[config.mk]
export PLATFORM = sky130hd
export DESIGN_NAME = axi4l_bridge_top
export DESIGN_NICKNAME = d
export VERILOG_FILES = /design/src/design/axi4l_bridge_pkg.sv /design/src/design/wr_cmd_if.sv /design/src/design/txn_track_if.sv /design/src/design/axi_wr_capture.sv /design/src/design/axi_rd_capture.sv /design/src/design/int_bus_arbiter.sv /design/src/design/axi_resp_ctrl.sv /design/src/design/axi4l_bridge_top.sv
export SDC_FILE = /design/constraint.sdc
export NUM_CORES = 1
export LEC_CHECK = 0
export BUFFER_PORTS_ARGS = -buffer_cell sky130_fd_sc_hd__buf_2
export CORE_ASPECT_RATIO = 1.5
export CORE_UTILIZATION = 52
export CTS_CLUSTER_DIAMETER = 100
export DETAILED_ROUTE_END_ITERATION = 8
export GPL_ROUTABILITY_DRIVEN = 0
export GPL_TIMING_DRIVEN = 0
export PLACE_DENSITY = 0.79
export SLEW_MARGIN = 20
export SYNTH_ARGS = -nofsm -noshare
export SYNTH_HDL_FRONTEND = slang
export SYNTH_SLANG_ARGS = --single-unit
[constraint.sdc]
create_clock -name aclk -period 2.6 [get_ports aclk]
set_input_delay 0 -clock aclk [delete_from_list [all_inputs] [get_ports aclk]]
set_output_delay 0 -clock aclk [all_outputs]
set_load 0.03 [all_outputs]
[src/design/axi4l_bridge_pkg.sv]
/* AXI4-Lite bridge shared types */
package axi4l_bridge_pkg;

  // ------------------------------------------------------------
  // Bus widths, single fixed configuration
  // ------------------------------------------------------------
  localparam int ADDR_W = 10;
  localparam int DATA_W = 32;
  // One strobe per byte lane
  localparam int STRB_W = DATA_W / 8;

  // Payload types shared by both buses
  typedef logic [ADDR_W-1:0] addr_t;
  typedef logic [DATA_W-1:0] data_t;
  typedef logic [STRB_W-1:0] strb_t;

  // ------------------------------------------------------------
  // AXI response code
  // ------------------------------------------------------------
  // Internal error bit lands on both resp bits
  // So only OKAY and DECERR ever appear
  typedef enum logic [1:0] {
    RESP_OKAY   = 2'b00,
    RESP_DECERR = 2'b11
  } resp_e;

endpackage

[src/design/wr_cmd_if.sv]
/* Write command link */
`timescale 1ns/1ps

interface wr_cmd_if
  import axi4l_bridge_pkg::*;
();

  // Complete write, address and data paired
  logic  valid;
  addr_t addr;
  data_t data;
  strb_t strb;
  // Arbiter issues the command this cycle
  logic  take;

  modport capture (output valid, addr, data, strb, input take);
  modport arbiter (input valid, addr, data, strb, output take);

endinterface

[src/design/txn_track_if.sv]
/* Outstanding command tracking */
`timescale 1ns/1ps

interface txn_track_if ();

  // Command outstanding on the internal bus
  logic wr_busy;
  logic rd_busy;
  // Ack has a B or R slot, busy clears next edge
  logic wr_retire;
  logic rd_retire;

  modport arbiter (output wr_busy, rd_busy, input wr_retire, rd_retire);
  modport resp (input wr_busy, rd_busy, output wr_retire, rd_retire);

endinterface

[src/design/axi_wr_capture.sv]
/* AXI write address and data capture */
`timescale 1ns/1ps

module axi_wr_capture
  import axi4l_bridge_pkg::*;
(
  input  logic      aclk,
  input  logic      aresetn,
  input  addr_t     s_axi_awaddr,
  input  logic      s_axi_awvalid,
  output logic      s_axi_awready,
  input  data_t     s_axi_wdata,
  input  strb_t     s_axi_wstrb,
  input  logic      s_axi_wvalid,
  output logic      s_axi_wready,
  wr_cmd_if.capture cmd
);

  logic  aw_hsk;
  logic  w_hsk;
  logic  aw_wait;
  logic  w_wait;
  logic  aw_wait_nxt;
  logic  w_wait_nxt;
  logic  aw_ready_q;
  logic  w_ready_q;
  addr_t aw_addr_q;
  data_t w_data_q;
  strb_t w_strb_q;

  assign s_axi_awready = aw_ready_q;
  assign s_axi_wready  = w_ready_q;
  assign aw_hsk        = s_axi_awvalid & aw_ready_q;
  assign w_hsk         = s_axi_wvalid & w_ready_q;

  // ------------------------------------------------------------
  // Pairing of a live or held beat on each side
  // ------------------------------------------------------------
  assign cmd.valid = (aw_hsk | aw_wait) & (w_hsk | w_wait);
  assign cmd.addr  = aw_wait ? aw_addr_q : s_axi_awaddr;
  assign cmd.data  = w_wait ? w_data_q : s_axi_wdata;
  assign cmd.strb  = w_wait ? w_strb_q : s_axi_wstrb;

  // Take consumes both sides and otherwise a fresh beat is held
  assign aw_wait_nxt = cmd.take ? 1'b0 : (aw_hsk | aw_wait);
  assign w_wait_nxt  = cmd.take ? 1'b0 : (w_hsk | w_wait);

  // Ready tracks the registered wait flag and is low in reset
  always_ff @(posedge aclk) begin
    if (!aresetn) begin
      aw_wait    <= 1'b0;
      w_wait     <= 1'b0;
      aw_ready_q <= 1'b0;
      w_ready_q  <= 1'b0;
    end else begin
      aw_wait    <= aw_wait_nxt;
      w_wait     <= w_wait_nxt;
      aw_ready_q <= ~aw_wait_nxt;
      w_ready_q  <= ~w_wait_nxt;
    end
  end

  // Holding registers load on each handshake
  always_ff @(posedge aclk) begin
    if (aw_hsk) begin
      aw_addr_q <= s_axi_awaddr;
    end
    if (w_hsk) begin
      w_data_q <= s_axi_wdata;
      w_strb_q <= s_axi_wstrb;
    end
  end

  // Take only for a paired command
  a_take_valid: assert property (@(posedge aclk) disable iff (!aresetn)
    cmd.take |-> cmd.valid)
    else $error("write take without a paired command");

endmodule

[src/design/axi_rd_capture.sv]
/* AXI read address capture */
`timescale 1ns/1ps

module axi_rd_capture
  import axi4l_bridge_pkg::*;
(
  input  logic  aclk,
  input  logic  aresetn,
  input  addr_t s_axi_araddr,
  input  logic  s_axi_arvalid,
  output logic  s_axi_arready,
  output logic  rd_valid,
  output addr_t rd_addr,
  input  logic  rd_take
);

  logic  ar_hsk;
  logic  ar_wait;
  logic  ar_wait_nxt;
  logic  ar_ready_q;
  addr_t ar_addr_q;

  assign s_axi_arready = ar_ready_q;
  assign ar_hsk        = s_axi_arvalid & ar_ready_q;

  // Live beat passes straight through when the arbiter takes it
  assign rd_valid    = ar_hsk | ar_wait;
  assign rd_addr     = ar_wait ? ar_addr_q : s_axi_araddr;
  assign ar_wait_nxt = rd_take ? 1'b0 : rd_valid;

  always_ff @(posedge aclk) begin
    if (!aresetn) begin
      ar_wait    <= 1'b0;
      ar_ready_q <= 1'b0;
    end else begin
      ar_wait    <= ar_wait_nxt;
      ar_ready_q <= ~ar_wait_nxt;
    end
  end

  // Held address
  always_ff @(posedge aclk) begin
    if (ar_hsk) begin
      ar_addr_q <= s_axi_araddr;
    end
  end

  a_take_valid: assert property (@(posedge aclk) disable iff (!aresetn)
    rd_take |-> rd_valid)
    else $error("rd_take without a read command");

endmodule

[src/design/int_bus_arbiter.sv]
/* Internal bus command arbiter */
`timescale 1ns/1ps

module int_bus_arbiter
  import axi4l_bridge_pkg::*;
(
  input  logic        aclk,
  input  logic        aresetn,
  wr_cmd_if.arbiter   cmd,
  input  logic        rd_valid,
  input  addr_t       rd_addr,
  output logic        rd_take,
  txn_track_if.arbiter trk,
  output addr_t       int_addr,
  output data_t       int_wr_data,
  output strb_t       int_wr_strb,
  output logic        int_wr_en,
  output logic        int_rd_en
);

  // ------------------------------------------------------------
  // Arbitration with writes first
  // ------------------------------------------------------------
  // Any valid write blocks reads even while the write waits
  assign cmd.take = cmd.valid & ~trk.wr_busy;
  assign rd_take  = rd_valid & ~cmd.valid & ~trk.rd_busy;

  // Strobes and busy flags
  always_ff @(posedge aclk) begin
    if (!aresetn) begin
      int_wr_en   <= 1'b0;
      int_rd_en   <= 1'b0;
      trk.wr_busy <= 1'b0;
      trk.rd_busy <= 1'b0;
    end else begin
      int_wr_en <= cmd.take;
      int_rd_en <= rd_take;
      // Busy until response control retires the ack
      if (cmd.take) begin
        trk.wr_busy <= 1'b1;
      end else if (trk.wr_retire) begin
        trk.wr_busy <= 1'b0;
      end
      if (rd_take) begin
        trk.rd_busy <= 1'b1;
      end else if (trk.rd_retire) begin
        trk.rd_busy <= 1'b0;
      end
    end
  end

  // Shared address plus write payload
  always_ff @(posedge aclk) begin
    if (cmd.take) begin
      int_addr    <= cmd.addr;
      int_wr_data <= cmd.data;
      int_wr_strb <= cmd.strb;
    end else if (rd_take) begin
      int_addr <= rd_addr;
    end
  end

  // Retire only for an outstanding command
  a_wr_retire: assert property (@(posedge aclk) disable iff (!aresetn)
    trk.wr_retire |-> trk.wr_busy)
    else $error("write retire with no write outstanding");
  a_rd_retire: assert property (@(posedge aclk) disable iff (!aresetn)
    trk.rd_retire |-> trk.rd_busy)
    else $error("read retire with no read outstanding");

endmodule

[src/design/axi_resp_ctrl.sv]
/* AXI B and R response control */
`timescale 1ns/1ps

module axi_resp_ctrl
  import axi4l_bridge_pkg::*;
(
  input  logic      aclk,
  input  logic      aresetn,
  txn_track_if.resp trk,
  input  logic      int_wr_ack,
  input  logic      int_wr_err,
  input  logic      int_rd_ack,
  input  logic      int_rd_err,
  input  data_t     int_rd_data,
  output resp_e     s_axi_bresp,
  output logic      s_axi_bvalid,
  input  logic      s_axi_bready,
  output data_t     s_axi_rdata,
  output resp_e     s_axi_rresp,
  output logic      s_axi_rvalid,
  input  logic      s_axi_rready
);

  logic  b_stall;
  logic  r_stall;
  logic  wr_ack_v;
  logic  rd_ack_v;
  logic  wr_pend;
  logic  rd_pend;
  logic  wr_pend_err;
  logic  rd_pend_err;
  data_t rd_pend_data;

  // Master holding off an existing response
  assign b_stall  = s_axi_bvalid & ~s_axi_bready;
  assign r_stall  = s_axi_rvalid & ~s_axi_rready;
  // Acks count only against an outstanding command
  assign wr_ack_v = int_wr_ack & trk.wr_busy;
  assign rd_ack_v = int_rd_ack & trk.rd_busy;

  // Ack owns a slot so the arbiter may clear busy
  assign trk.wr_retire = ~b_stall & (wr_pend | wr_ack_v);
  assign trk.rd_retire = ~r_stall & (rd_pend | rd_ack_v);

  // ------------------------------------------------------------
  // Pending store for an ack seen during a stall
  // ------------------------------------------------------------
  always_ff @(posedge aclk) begin
    if (!aresetn) begin
      wr_pend <= 1'b0;
      rd_pend <= 1'b0;
    end else begin
      if (wr_ack_v && b_stall) begin
        wr_pend <= 1'b1;
      end else if (!b_stall) begin
        wr_pend <= 1'b0;
      end
      if (rd_ack_v && r_stall) begin
        rd_pend <= 1'b1;
      end else if (!r_stall) begin
        rd_pend <= 1'b0;
      end
    end
  end

  always_ff @(posedge aclk) begin
    if (wr_ack_v) begin
      wr_pend_err <= int_wr_err;
    end
    if (rd_ack_v) begin
      rd_pend_err  <= int_rd_err;
      rd_pend_data <= int_rd_data;
    end
  end

  // ------------------------------------------------------------
  // B and R channel registers
  // ------------------------------------------------------------
  always_ff @(posedge aclk) begin
    if (!aresetn) begin
      s_axi_bvalid <= 1'b0;
      s_axi_rvalid <= 1'b0;
    end else begin
      // Pending ack goes out before anything fresh
      if (!b_stall) begin
        s_axi_bvalid <= wr_pend | wr_ack_v;
      end
      if (!r_stall) begin
        s_axi_rvalid <= rd_pend | rd_ack_v;
      end
    end
  end

  always_ff @(posedge aclk) begin
    if (!b_stall && wr_pend) begin
      s_axi_bresp <= wr_pend_err ? RESP_DECERR : RESP_OKAY;
    end else if (!b_stall && wr_ack_v) begin
      s_axi_bresp <= int_wr_err ? RESP_DECERR : RESP_OKAY;
    end
    if (!r_stall && rd_pend) begin
      s_axi_rresp <= rd_pend_err ? RESP_DECERR : RESP_OKAY;
      s_axi_rdata <= rd_pend_data;
    end else if (!r_stall && rd_ack_v) begin
      s_axi_rresp <= int_rd_err ? RESP_DECERR : RESP_OKAY;
      s_axi_rdata <= int_rd_data;
    end
  end

  // One ack per outstanding command and none while one is pended
  a_wr_ack: assert property (@(posedge aclk) disable iff (!aresetn)
    int_wr_ack |-> trk.wr_busy && !wr_pend)
    else $error("write ack with no write waiting for it");
  a_rd_ack: assert property (@(posedge aclk) disable iff (!aresetn)
    int_rd_ack |-> trk.rd_busy && !rd_pend)
    else $error("read ack with no read waiting for it");

endmodule

[src/design/axi4l_bridge_top.sv]
/* AXI4-Lite to internal bus bridge */
`timescale 1ns/1ps

module axi4l_bridge_top
  import axi4l_bridge_pkg::*;
(
  input  logic  aclk,
  input  logic  aresetn,
  // AXI4-Lite slave
  input  addr_t s_axi_awaddr,
  input  logic  s_axi_awvalid,
  output logic  s_axi_awready,
  input  data_t s_axi_wdata,
  input  strb_t s_axi_wstrb,
  input  logic  s_axi_wvalid,
  output logic  s_axi_wready,
  output resp_e s_axi_bresp,
  output logic  s_axi_bvalid,
  input  logic  s_axi_bready,
  input  addr_t s_axi_araddr,
  input  logic  s_axi_arvalid,
  output logic  s_axi_arready,
  output data_t s_axi_rdata,
  output resp_e s_axi_rresp,
  output logic  s_axi_rvalid,
  input  logic  s_axi_rready,
  // Internal register bus
  output addr_t int_addr,
  output data_t int_wr_data,
  output strb_t int_wr_strb,
  output logic  int_wr_en,
  output logic  int_rd_en,
  input  logic  int_wr_ack,
  input  logic  int_wr_err,
  input  logic  int_rd_ack,
  input  logic  int_rd_err,
  input  data_t int_rd_data
);

  logic  rd_valid;
  addr_t rd_addr;
  logic  rd_take;

  wr_cmd_if    wr_cmd ();
  txn_track_if trk ();

  // ------------------------------------------------------------
  // Capture, arbitration, response
  // ------------------------------------------------------------
  axi_wr_capture u_axi_wr_capture (.aclk, .aresetn, .s_axi_awaddr, .s_axi_awvalid,
    .s_axi_awready, .s_axi_wdata, .s_axi_wstrb, .s_axi_wvalid, .s_axi_wready,
    .cmd(wr_cmd.capture));

  axi_rd_capture u_axi_rd_capture (.aclk, .aresetn, .s_axi_araddr, .s_axi_arvalid,
    .s_axi_arready, .rd_valid, .rd_addr, .rd_take);

  int_bus_arbiter u_int_bus_arbiter (.aclk, .aresetn, .cmd(wr_cmd.arbiter), .rd_valid,
    .rd_addr, .rd_take, .trk(trk.arbiter), .int_addr, .int_wr_data, .int_wr_strb,
    .int_wr_en, .int_rd_en);

  axi_resp_ctrl u_axi_resp_ctrl (.aclk, .aresetn, .trk(trk.resp), .int_wr_ack,
    .int_wr_err, .int_rd_ack, .int_rd_err, .int_rd_data, .s_axi_bresp, .s_axi_bvalid,
    .s_axi_bready, .s_axi_rdata, .s_axi_rresp, .s_axi_rvalid, .s_axi_rready);

endmodule

==> results of run 1 <==
## worst max path at each step
stage                     cells past startpoint  slack [ps]                                        to                                      start
after detailed placement                      5         670   u_int_bus_arbiter.int_addr[8]$_DFFE_PP_         u_axi_wr_capture.w_wait$_SDFF_PN0_
after global routing                          5         580   u_int_bus_arbiter.int_addr[8]$_DFFE_PP_         u_axi_wr_capture.w_wait$_SDFF_PN0_
after global placement                        2        -340  u_axi_resp_ctrl.s_axi_rdata[7]$_DFFE_PP_  u_axi_resp_ctrl.s_axi_rvalid$_SDFFE_PN0N_
after CTS                                     5         660   u_int_bus_arbiter.int_addr[8]$_DFFE_PP_         u_axi_wr_capture.w_wait$_SDFF_PN0_
final                                         5         690   u_int_bus_arbiter.int_addr[8]$_DFFE_PP_         u_axi_wr_capture.w_wait$_SDFF_PN0_
after floorplan                               2         170  u_axi_resp_ctrl.s_axi_rdata[0]$_DFFE_PP_  u_axi_resp_ctrl.s_axi_rvalid$_SDFFE_PN0N_
## where the power goes
group / leakage, nW / internal (W) / switching, W / total [W]
clock network: 0.260 / 0.00133 / 0.00108 / 0.00241
registers: 1.68 / 0.00342 / 0.0000452 / 0.00347
logic: 1.69 / 0.000339 / 0.000426 / 0.000764
total: 3.62 / 0.00509 / 0.00155 / 0.00664
## synthesized netlist by cell type (all sizes together)
library cell / count
nand2b: 3
clkbuf: 1
dfxtp: 14
nand2: 4
edfxtp: 170
nor2b: 2
o21ai: 2
mux2i: 30
o21a: 3
inv: 1
buf: 12
nor3b: 3
mux2: 70
nor2: 5
a21boi: 4
a21o: 1
a21oi: 3
o211a: 1
nor3: 1
and2: 6
o211ai: 2
## cell type report
class / instances / share of cell area (%)
Antenna cell: 1 / 0.0261
Buffer: 13 / 0.849
Clock buffer: 18 / 4.48
Clock inverter: 13 / 1.29
Inverter: 1 / 0.0392
Multi-Input combinational cell: 140 / 14.3
Sequential cell: 184 / 56.2
Tap cell: 156 / 2.04
Timing Repair Buffer: 288 / 20.8
## kinds of logic after synthesis
| family | count (synthesis) | share of synthesized area, % |
|---|---|---|
| DFF | 184 | 78.9 |
| muxes | 100 | 15.9 |
| and+or+nand+nor | 24 | 2.07 |
| AOI/OAI and AO/OA | 16 | 1.83 |
| buffers and inverters | 14 | 1.25 |
## routing by layer
metal | wire length [um] | up-vias | part of all wire [%]
li1 | - | 1938 | -
met1 | 5640 | 2033 | 38
met2 | 8120 | 154 | 55
met3 | 659 | 32 | 4.5
met4 | 354 | 0 | 2.4
met5 | 0 | - | 0
## per-stage QoR
step	power (W)	std cells
after global placement	0.00413	681
after detailed placement	0.00417	684
after floorplan	0.00392	338
final	0.00664	814
after CTS	0.00668	813
after global routing	0.00686	814
## worst reg2reg max path, cell delays in order, from the launching register on
cell and delay, ps:
dfxtp_1 320, buf_6 160, a21oi_4 70, nor3_4 460, buf_6 450, mux2i_1 290
## registers in the layout, summed over array words and instances, names as in the netlist, 4 cells and up
register,count
u_int_bus_arbiter.int_wr_strb,4
u_axi_resp_ctrl.rd_pend_data,32
u_int_bus_arbiter.int_addr,10
u_axi_resp_ctrl.s_axi_rdata,32
u_int_bus_arbiter.int_wr_data,32
u_axi_wr_capture.w_data_q,32
u_axi_wr_capture.aw_addr_q,10
u_axi_wr_capture.w_strb_q,4
u_axi_rd_capture.ar_addr_q,10
==> results.toml, run 1 <==
[layout]
layout_commonest_cell = "buf_2"
layout-drive-gt1-share_pct = 46.6
area_growth_pct = 40.3
layout_common_cells = "buf_2, edfxtp_1, dlygate4sd3_1"
register_area_um2 = 5390
multi_input_area_um2 = 1370
fill_cells = 747
nets = 744
final_util_pct = 75.8
final_area_um2 = 9580

[drt]
firstDrtPassIters = 4
initialDrtViolationCount = 158
drc_errors = 0
vias_per_cell = 5.11
wl_per_cell_um = 18.1
antenna_left = 0
wirelength_um = 14800
vias = 4157

[timing]
period_share_pct = 73.3
max_freq_mhz = 524
setup_viol = 0
finClkSkew_ps = 9.11
worst_pin_slew_ps = 510
slew_headroom_pct = 65.9
hold_ws_ps = 56.5
rsz0062_at_grt = "no"
final.setup.tns_ps = 0
min_period_ps = 1910
hold_viol_final = 0
slew_viol_final = 0
timing.final.ws_setup_ps = 693

[setup_path]
crit_type = "reg -> reg"
rr_worst_depth = 5
crit_buf_inv = 2
reg2reg_from = "u_axi_wr_capture.w_wait$_SDFF_PN0_"
crit_arrival_ps = 2160
cp_top_family = "buffers and inverters"
crit_chain = "buf_6 -> a21oi_4 -> nor3_4 -> buf_6 -> mux2i_1"
endpoint_kind = "flop"
crit_required_ps = 2850
r2r_end = "u_int_bus_arbiter.int_addr[8]$_DFFE_PP_"
critPathLaunchType = "flop"
slowest_stage = "nor3_4"
crit_top_cell = "buf_6"
cp_max_fo = 45
critPathMaxStageDelay_ps = 460
reg2reg_slack_ps = 690

[synth]
synth_area_leaders = "edfxtp_1, mux2_2, mux2i_1"
ys_seq_area_share_pct = 78.9
syn_nets = 437
avgSynthCellArea_um2 = 20.2
synth_area_leader_cell = "edfxtp_1"
yosys_warnings = 0
syn-cell-area_um2 = 6830
synth_top_cell_area_share_pct = 74.8
synth.distinct_cells = 25
synth_cells = 338
synth-seq-cells = 184

[global_routing]
first_global_vias = 4493
grtUsageTotal_pct = 22.2
busiest_layer = "met2"
met2_usage_pct = 40.3
overflow = 0
grt_max_degree = 46
grt_util_met3_pct = 5.50
grt_pass1_wl_um = 22300
antenna_found_initial = 1
grt_use_met1_pct = 24.6

[floorplanning]
chipHeight_um = 142
start_util_pct = 54.0
io_pins = 188
dieArea_um2 = 13600
core_area_um2 = 12600
row_count = 50
die_w_um = 95.5

[placed_design]
io_buffer_count = 187
dp_hpwl_um = 9220
place_area_um2 = 8040
dp_slack_ps = 673

[clock_network]
cts_hold_buf = 98
root_buffer = "clkbuf_16"
clk_pin_slew_ps = 70
cts_resized = 0
cts_max_level = 4
cts_tree = "done"
cts_buffers = 17
cts_setup_buffers = 0
clkLatencyLatePin_ps = 410
numClockSinks = 184
clockBufferDepth = 2

[min_path]
hp-class = "in -> reg"
hold_start = "int_rd_ack"
min_to = "u_axi_resp_ctrl.s_axi_rvalid$_SDFFE_PN0N_"
holdPathStages = 3

[run_status]
status = "completed"

[power]
ir_worst_vdd_uv = 453
p_leak_nw = 3.62
powerDensity_nw_per_um2 = 694

[run]
max-cap-violations = 0
(Power assumes the default switching activity.)
==> run 2, diff against run 1 <==
Clock period 2.6 ns to 1.8 ns, I/O delays scaled along.
==> run 2 against run 1 <==
Clock power increased by 51%. Count of clock-buffer cells in the layout is the same. Via count down 1.1%. Non-clock buffer count unchanged. Design area about the same. First-iteration DRC count rose by 35%. Global-route usage rose by 0.14 points. Flip-flop and latch count is the same. Total power increased by 47%. Fmax increased by 15%. Critical endpoint is now u_axi_resp_ctrl.s_axi_rdata[1]$_DFFE_PP_. Largest cell class unchanged.
==> results.toml, run 2 (same netlist as run 1, synthesis figures left out) <==
[run_status]
status = "completed"

[global_routing]
first_global_vias = 4312
grtUsageTotal_pct = 22.3
overflow = 0
antenna_found_initial = 0
grt_max_degree = 46
grt_pass1_wl_um = 22200

[drt]
vias = 4113
wirelength_um = 14600
drc_errors = 0
initialDrtViolationCount = 213
vias_per_cell = 5.05
firstDrtPassIters = 6
antenna_left = 0
wl_per_cell_um = 18.0

[clock_network]
root_buffer = "clkbuf_16"
cts_tree = "done"
clkLatencyLatePin_ps = 410
cts_max_level = 4
clockBufferDepth = 2
clk_pin_slew_ps = 70
numClockSinks = 184
cts_buffers = 17

[layout]
nets = 744
layout_common_cells = "buf_2, edfxtp_1, dlygate4sd3_1"
layout-drive-gt1-share_pct = 47.0
layout_commonest_cell = "buf_2"
diodes = 0
final_area_um2 = 9570
area_growth_pct = 40.3

[setup_path]
crit_buf_inv = 0
slowest_stage = "nor2_4"
critPathLaunchType = "flop"
critPathMaxStageDelay_ps = 760
endpoint_kind = "flop"
crit_type = "reg -> reg"
cp_top_family = "simple AND/OR/NAND/NOR gates"
cp_max_fo = 33
rr_worst_depth = 2
worst-path-stages = 2
crit_required_ps = 1830
crit_arrival_ps = 1700
crit_chain = "a21oi_1 -> nor2_4"

[timing]
slew_headroom_pct = 36.4
period_share_pct = 92.5
finClkSkew_ps = 8.00
worst_pin_slew_ps = 951
rsz0062_at_grt = "no"
max_freq_mhz = 601
hold_viol_final = 0
timing.final.ws_setup_ps = 135
setup_viol = 0
slew_viol_final = 0
min_period_ps = 1660

[floorplanning]
core_area_um2 = 12600
die_w_um = 95.5
dieArea_um2 = 13600
start_util_pct = 54.0
row_count = 50
chipHeight_um = 142
io_pins = 188

[placed_design]
dp_hpwl_um = 8880
place_area_um2 = 7990
dp_slack_ps = -160
io_buffer_count = 187

[power]
powerDensity_nw_per_um2 = 1020
ir_worst_vdd_uv = 796
total_power_w = 0.00975
p_leak_nw = 3.63

[min_path]
hp-class = "in -> reg"
holdPathStages = 2

[run]
max-cap-violations = 0
==> run 2: changes by cell type in the layout (fill, tap and decap cells not counted) <==
cell       change
clkinv_2       +3
nand2b_2       +1
buf_12         -1
buf_4          +2
clkinv_1       -1
buf_16         -1
nand2b_1       -1
inv_6          -1
buf_6          -1
buf_8          +1
clkinv_4       -1
bufinv_16      +1
diode_2        -1
==> run 2: cell type report <==
cell class | instances | area [um^2]
Buffer | 13 | 85.1
Clock buffer | 18 | 429
Clock inverter | 14 | 148
Fill cell | 716 | 3060
Inverter | 1 | 3.75
Multi-Input combinational cell | 140 | 1370
Sequential cell | 184 | 5390
Tap cell | 156 | 195
Timing Repair Buffer | 288 | 1960
==> run 2: routing by layer <==
layer	global-route usage, %	part of all wire, %
met3	5.50	4.5
met2	39.0	55
met4	9.82	2.7
met1	25.6	38
met5	0	0
==> run 2: power by group <==
group          leakage [nW]  total [W]  internal [W]  switching (W)
clock network         0.276    0.00364       0.00206        0.00158
registers              1.68    0.00501       0.00495      0.0000663
logic                  1.68    0.00109      0.000483       0.000611
total                  3.63    0.00975       0.00749        0.00226
==> run 2: worst paths after layout <==
path,start,to,slack (ps)
max reg2reg,u_int_bus_arbiter.trk.rd_busy$_SDFFE_PN0P_,u_axi_resp_ctrl.s_axi_rdata[1]$_DFFE_PP_,140
min reg2reg,u_axi_resp_ctrl.s_axi_rvalid$_SDFFE_PN0N_,u_axi_resp_ctrl.s_axi_rvalid$_SDFFE_PN0N_,540
min,int_rd_data[18],u_axi_resp_ctrl.rd_pend_data[18]$_DFFE_PP_,310
max,u_int_bus_arbiter.trk.rd_busy$_SDFFE_PN0P_,u_axi_resp_ctrl.s_axi_rdata[1]$_DFFE_PP_,140
==> run 2: worst register-to-register path, cell delays in order (launching register included) <==
cell	delay [ps]
dfxtp_1	360
a21oi_1	160
nor2_4	760
==> run 2: what timing repair did <==
action	4_1_cts	5_1_grt
endpoints found under the setup margin	50	0
resized for setup	2	0
hold buffers	98	0
endpoints found under the hold margin	181	0
setup buffers	2	0
==> run 2: through the flow <==
stage | TNS [ps] | std cells | util (%) | hold slack (ps)
finish | 0 | 814 | 75.8 | 306
global route | 0 | 814 | 75.8 | 293
CTS | 0 | 814 | 75.8 | 285
detailed placement | -4150 | 682 | 63.3 | 191
global placement | -5490 | 681 | 63.0 | 190
floorplan | 0 | 338 | - | 98.9
==> run 3, diff against run 2 <==
Settings changed: CORE_UTILIZATION 52 to 35, PLACE_DENSITY 0.79 to not set.
==> run 3 against run 2 <==
Fmax up 3.6%. Critical path depth grew 2. Via count about the same. Sequential power about the same. Worst hold slack lost 14 ps. Count of clock-buffer cells in the layout rose by 1. Flip-flop and latch count is the same. Sequential share of layout area fell by 0.95 points. Clock power increased by 4%. First-iteration DRC count fell by 21%. Final cell count increased by 12%. Setup slack improved by 57 ps. Largest cell class unchanged. Largest power group unchanged.
==> results.toml, run 3 (same netlist as run 1, synthesis figures left out) <==
[run_status]
status = "completed"

[setup_path]
slowest_stage = "mux2_2"
reg2reg_from = "u_axi_resp_ctrl.s_axi_rvalid$_SDFFE_PN0N_"
rr_worst_depth = 4
crit_required_ps = 1970
cp_max_fo = 10
critPathMaxStageDelay_ps = 380
endpoint_kind = "flop"
r2r_end = "u_axi_resp_ctrl.s_axi_rdata[25]$_DFFE_PP_"
crit_chain = "nand2b_1 -> nand2_1 -> buf_2 -> mux2_2"
crit_end = "u_axi_resp_ctrl.s_axi_rdata[25]$_DFFE_PP_"
crit_type = "reg -> reg"
reg2reg_slack_ps = 190
critPathLaunchType = "flop"
setup.worst_path.start = "u_axi_resp_ctrl.s_axi_rvalid$_SDFFE_PN0N_"
crit_arrival_ps = 1780

[global_routing]
first_global_vias = 4557
met2_usage_pct = 27.4
grt_use_met1_pct = 16.7
busiest_layer = "met2"
grt_util_met3_pct = 4.10
antenna_found_initial = 0
overflow = 0
grtUsageTotal_pct = 15.4
grt_pass1_wl_um = 23100
grt_max_degree = 46

[layout]
fill_cells = 1626
layout_commonest_cell = "buf_2"
layout_common_cells = "buf_2, edfxtp_1, dlygate4sd3_1"
nets = 745
layout-drive-gt1-share_pct = 46.7
diodes = 0
area_growth_pct = 42.7

[power]
p_leak_nw = 3.64
ir_worst_vdd_uv = 631
powerDensity_nw_per_um2 = 1020

[drt]
wl_per_cell_um = 16.2
vias_per_cell = 4.50
initialDrtViolationCount = 168
wirelength_um = 14900
firstDrtPassIters = 4
antenna_left = 0
drc_errors = 0
vias = 4116

[timing]
timing.final.ws_setup_ps = 193
rsz0062_at_grt = "no"
setup_viol = 0
min_period_ps = 1610
final.setup.tns_ps = 0
period_share_pct = 89.3
slew_headroom_pct = 38.8
slew_viol_final = 0
max_freq_mhz = 622
finClkSkew_ps = 8.12
hold_viol_final = 0
worst_pin_slew_ps = 918

[floorplanning]
die_w_um = 116
core_area_um2 = 19200
chipHeight_um = 173
dieArea_um2 = 20100
start_util_pct = 35.6
io_pins = 188
row_count = 62

[clock_network]
clkLatencyLatePin_ps = 420
cts_tree = "done"
clockBufferDepth = 2
root_buffer = "clkbuf_16"
clk_pin_slew_ps = 70
cts_max_level = 4
cts_buffers = 17
numClockSinks = 184

[placed_design]
dp_slack_ps = -149
dp_hpwl_um = 10100
io_buffer_count = 187

[min_path]
hp-class = "in -> reg"

[run]
max-cap-violations = 0
==> run 3: cell types whose count changed in the layout (fill, tap and decap cells not counted) <==
cell	before	now
nor2_4	1	2
clkbuf_1	2	3
bufinv_16	2	3
clkinvlp_4	3	1
clkinv_4	2	4
clkinv_2	3	1
buf_4	4	3
dlygate4sd3_1	98	99
==> run 3: final cells by class <==
class | instances | area (um^2) | share of cell area (%)
flip-flops and latches | 184 | 5390 | 55.3
repair buffers | 288 | 1960 | 20.1
multi-input cells | 141 | 1380 | 14.2
clock buffers | 19 | 433 | 4.45
well taps | 256 | 320 | 3.29
clock inverters | 13 | 170 | 1.75
plain buffers | 13 | 85.1 | 0.874
inverters | 1 | 3.75 | 0.0385
==> run 3: worst min path at each step <==
stage	cells after the start	endpoint	slack [ps]	startpoint
after global routing	2	u_axi_resp_ctrl.rd_pend_data[20]$_DFFE_PP_	280	int_rd_data[20]
after floorplan	0	u_axi_rd_capture.ar_addr_q[0]$_DFFE_PP_	100	s_axi_araddr[0]
after detailed placement	1	u_axi_resp_ctrl.rd_pend_data[2]$_DFFE_PP_	190	int_rd_data[2]
final	2	u_axi_resp_ctrl.rd_pend_data[20]$_DFFE_PP_	290	int_rd_data[20]
after CTS	2	u_axi_resp_ctrl.rd_pend_data[20]$_DFFE_PP_	270	int_rd_data[20]
after global placement	1	u_axi_resp_ctrl.rd_pend_data[30]$_DFFE_PP_	190	int_rd_data[30]
==> run 3: timing repair <==
item / CTS / global route
setup endpoints to repair: 50 / 33
gates cloned: 0 / 1
pin swaps: 1 / 1
resized for setup: 2 / 1
endpoints found under the hold margin: 183 / 0
buffers inserted: 1 / 0
hold buffers: 99 / 0
==> run 3: stage by stage <==
step	hold slack [ps]	power (W)	area, um^2	cells	utilization, %
final	292	0.00990	9740	915	50.8
after global routing	282	0.0103	9740	915	50.8
after CTS	271	0.0100	9730	914	50.8
after detailed placement	192	0.00603	8120	782	42.4
after global placement	191	0.00599	8090	781	42.2
after floorplan	98.9	0.00567	6830	338	-
==> run 3: where the power goes <==
group          total [W]  internal (W)  leakage, nW  switching, W
Combinational    0.00109      0.000484         1.67      0.000608
Sequential       0.00501       0.00495         1.68     0.0000649
Clock            0.00380       0.00221        0.291       0.00159
Total            0.00990       0.00764         3.64       0.00226
==> run 3: critical path: cells and delay by family, from the launching register on <==
family	cells	cell delay [ps]
muxes	1	380
DFF	1	350
buffers and inverters	1	320
and+or+nand+nor	2	300
==> run 3: metal layers <==
layer | routed length (um) | part of all wire, % | up-vias
li1 | - | - | 1940
met1 | 5760 | 39 | 2026
met2 | 8050 | 54 | 128
met3 | 645 | 4.3 | 22
met4 | 390 | 2.6 | 0
met5 | 0 | 0 | -
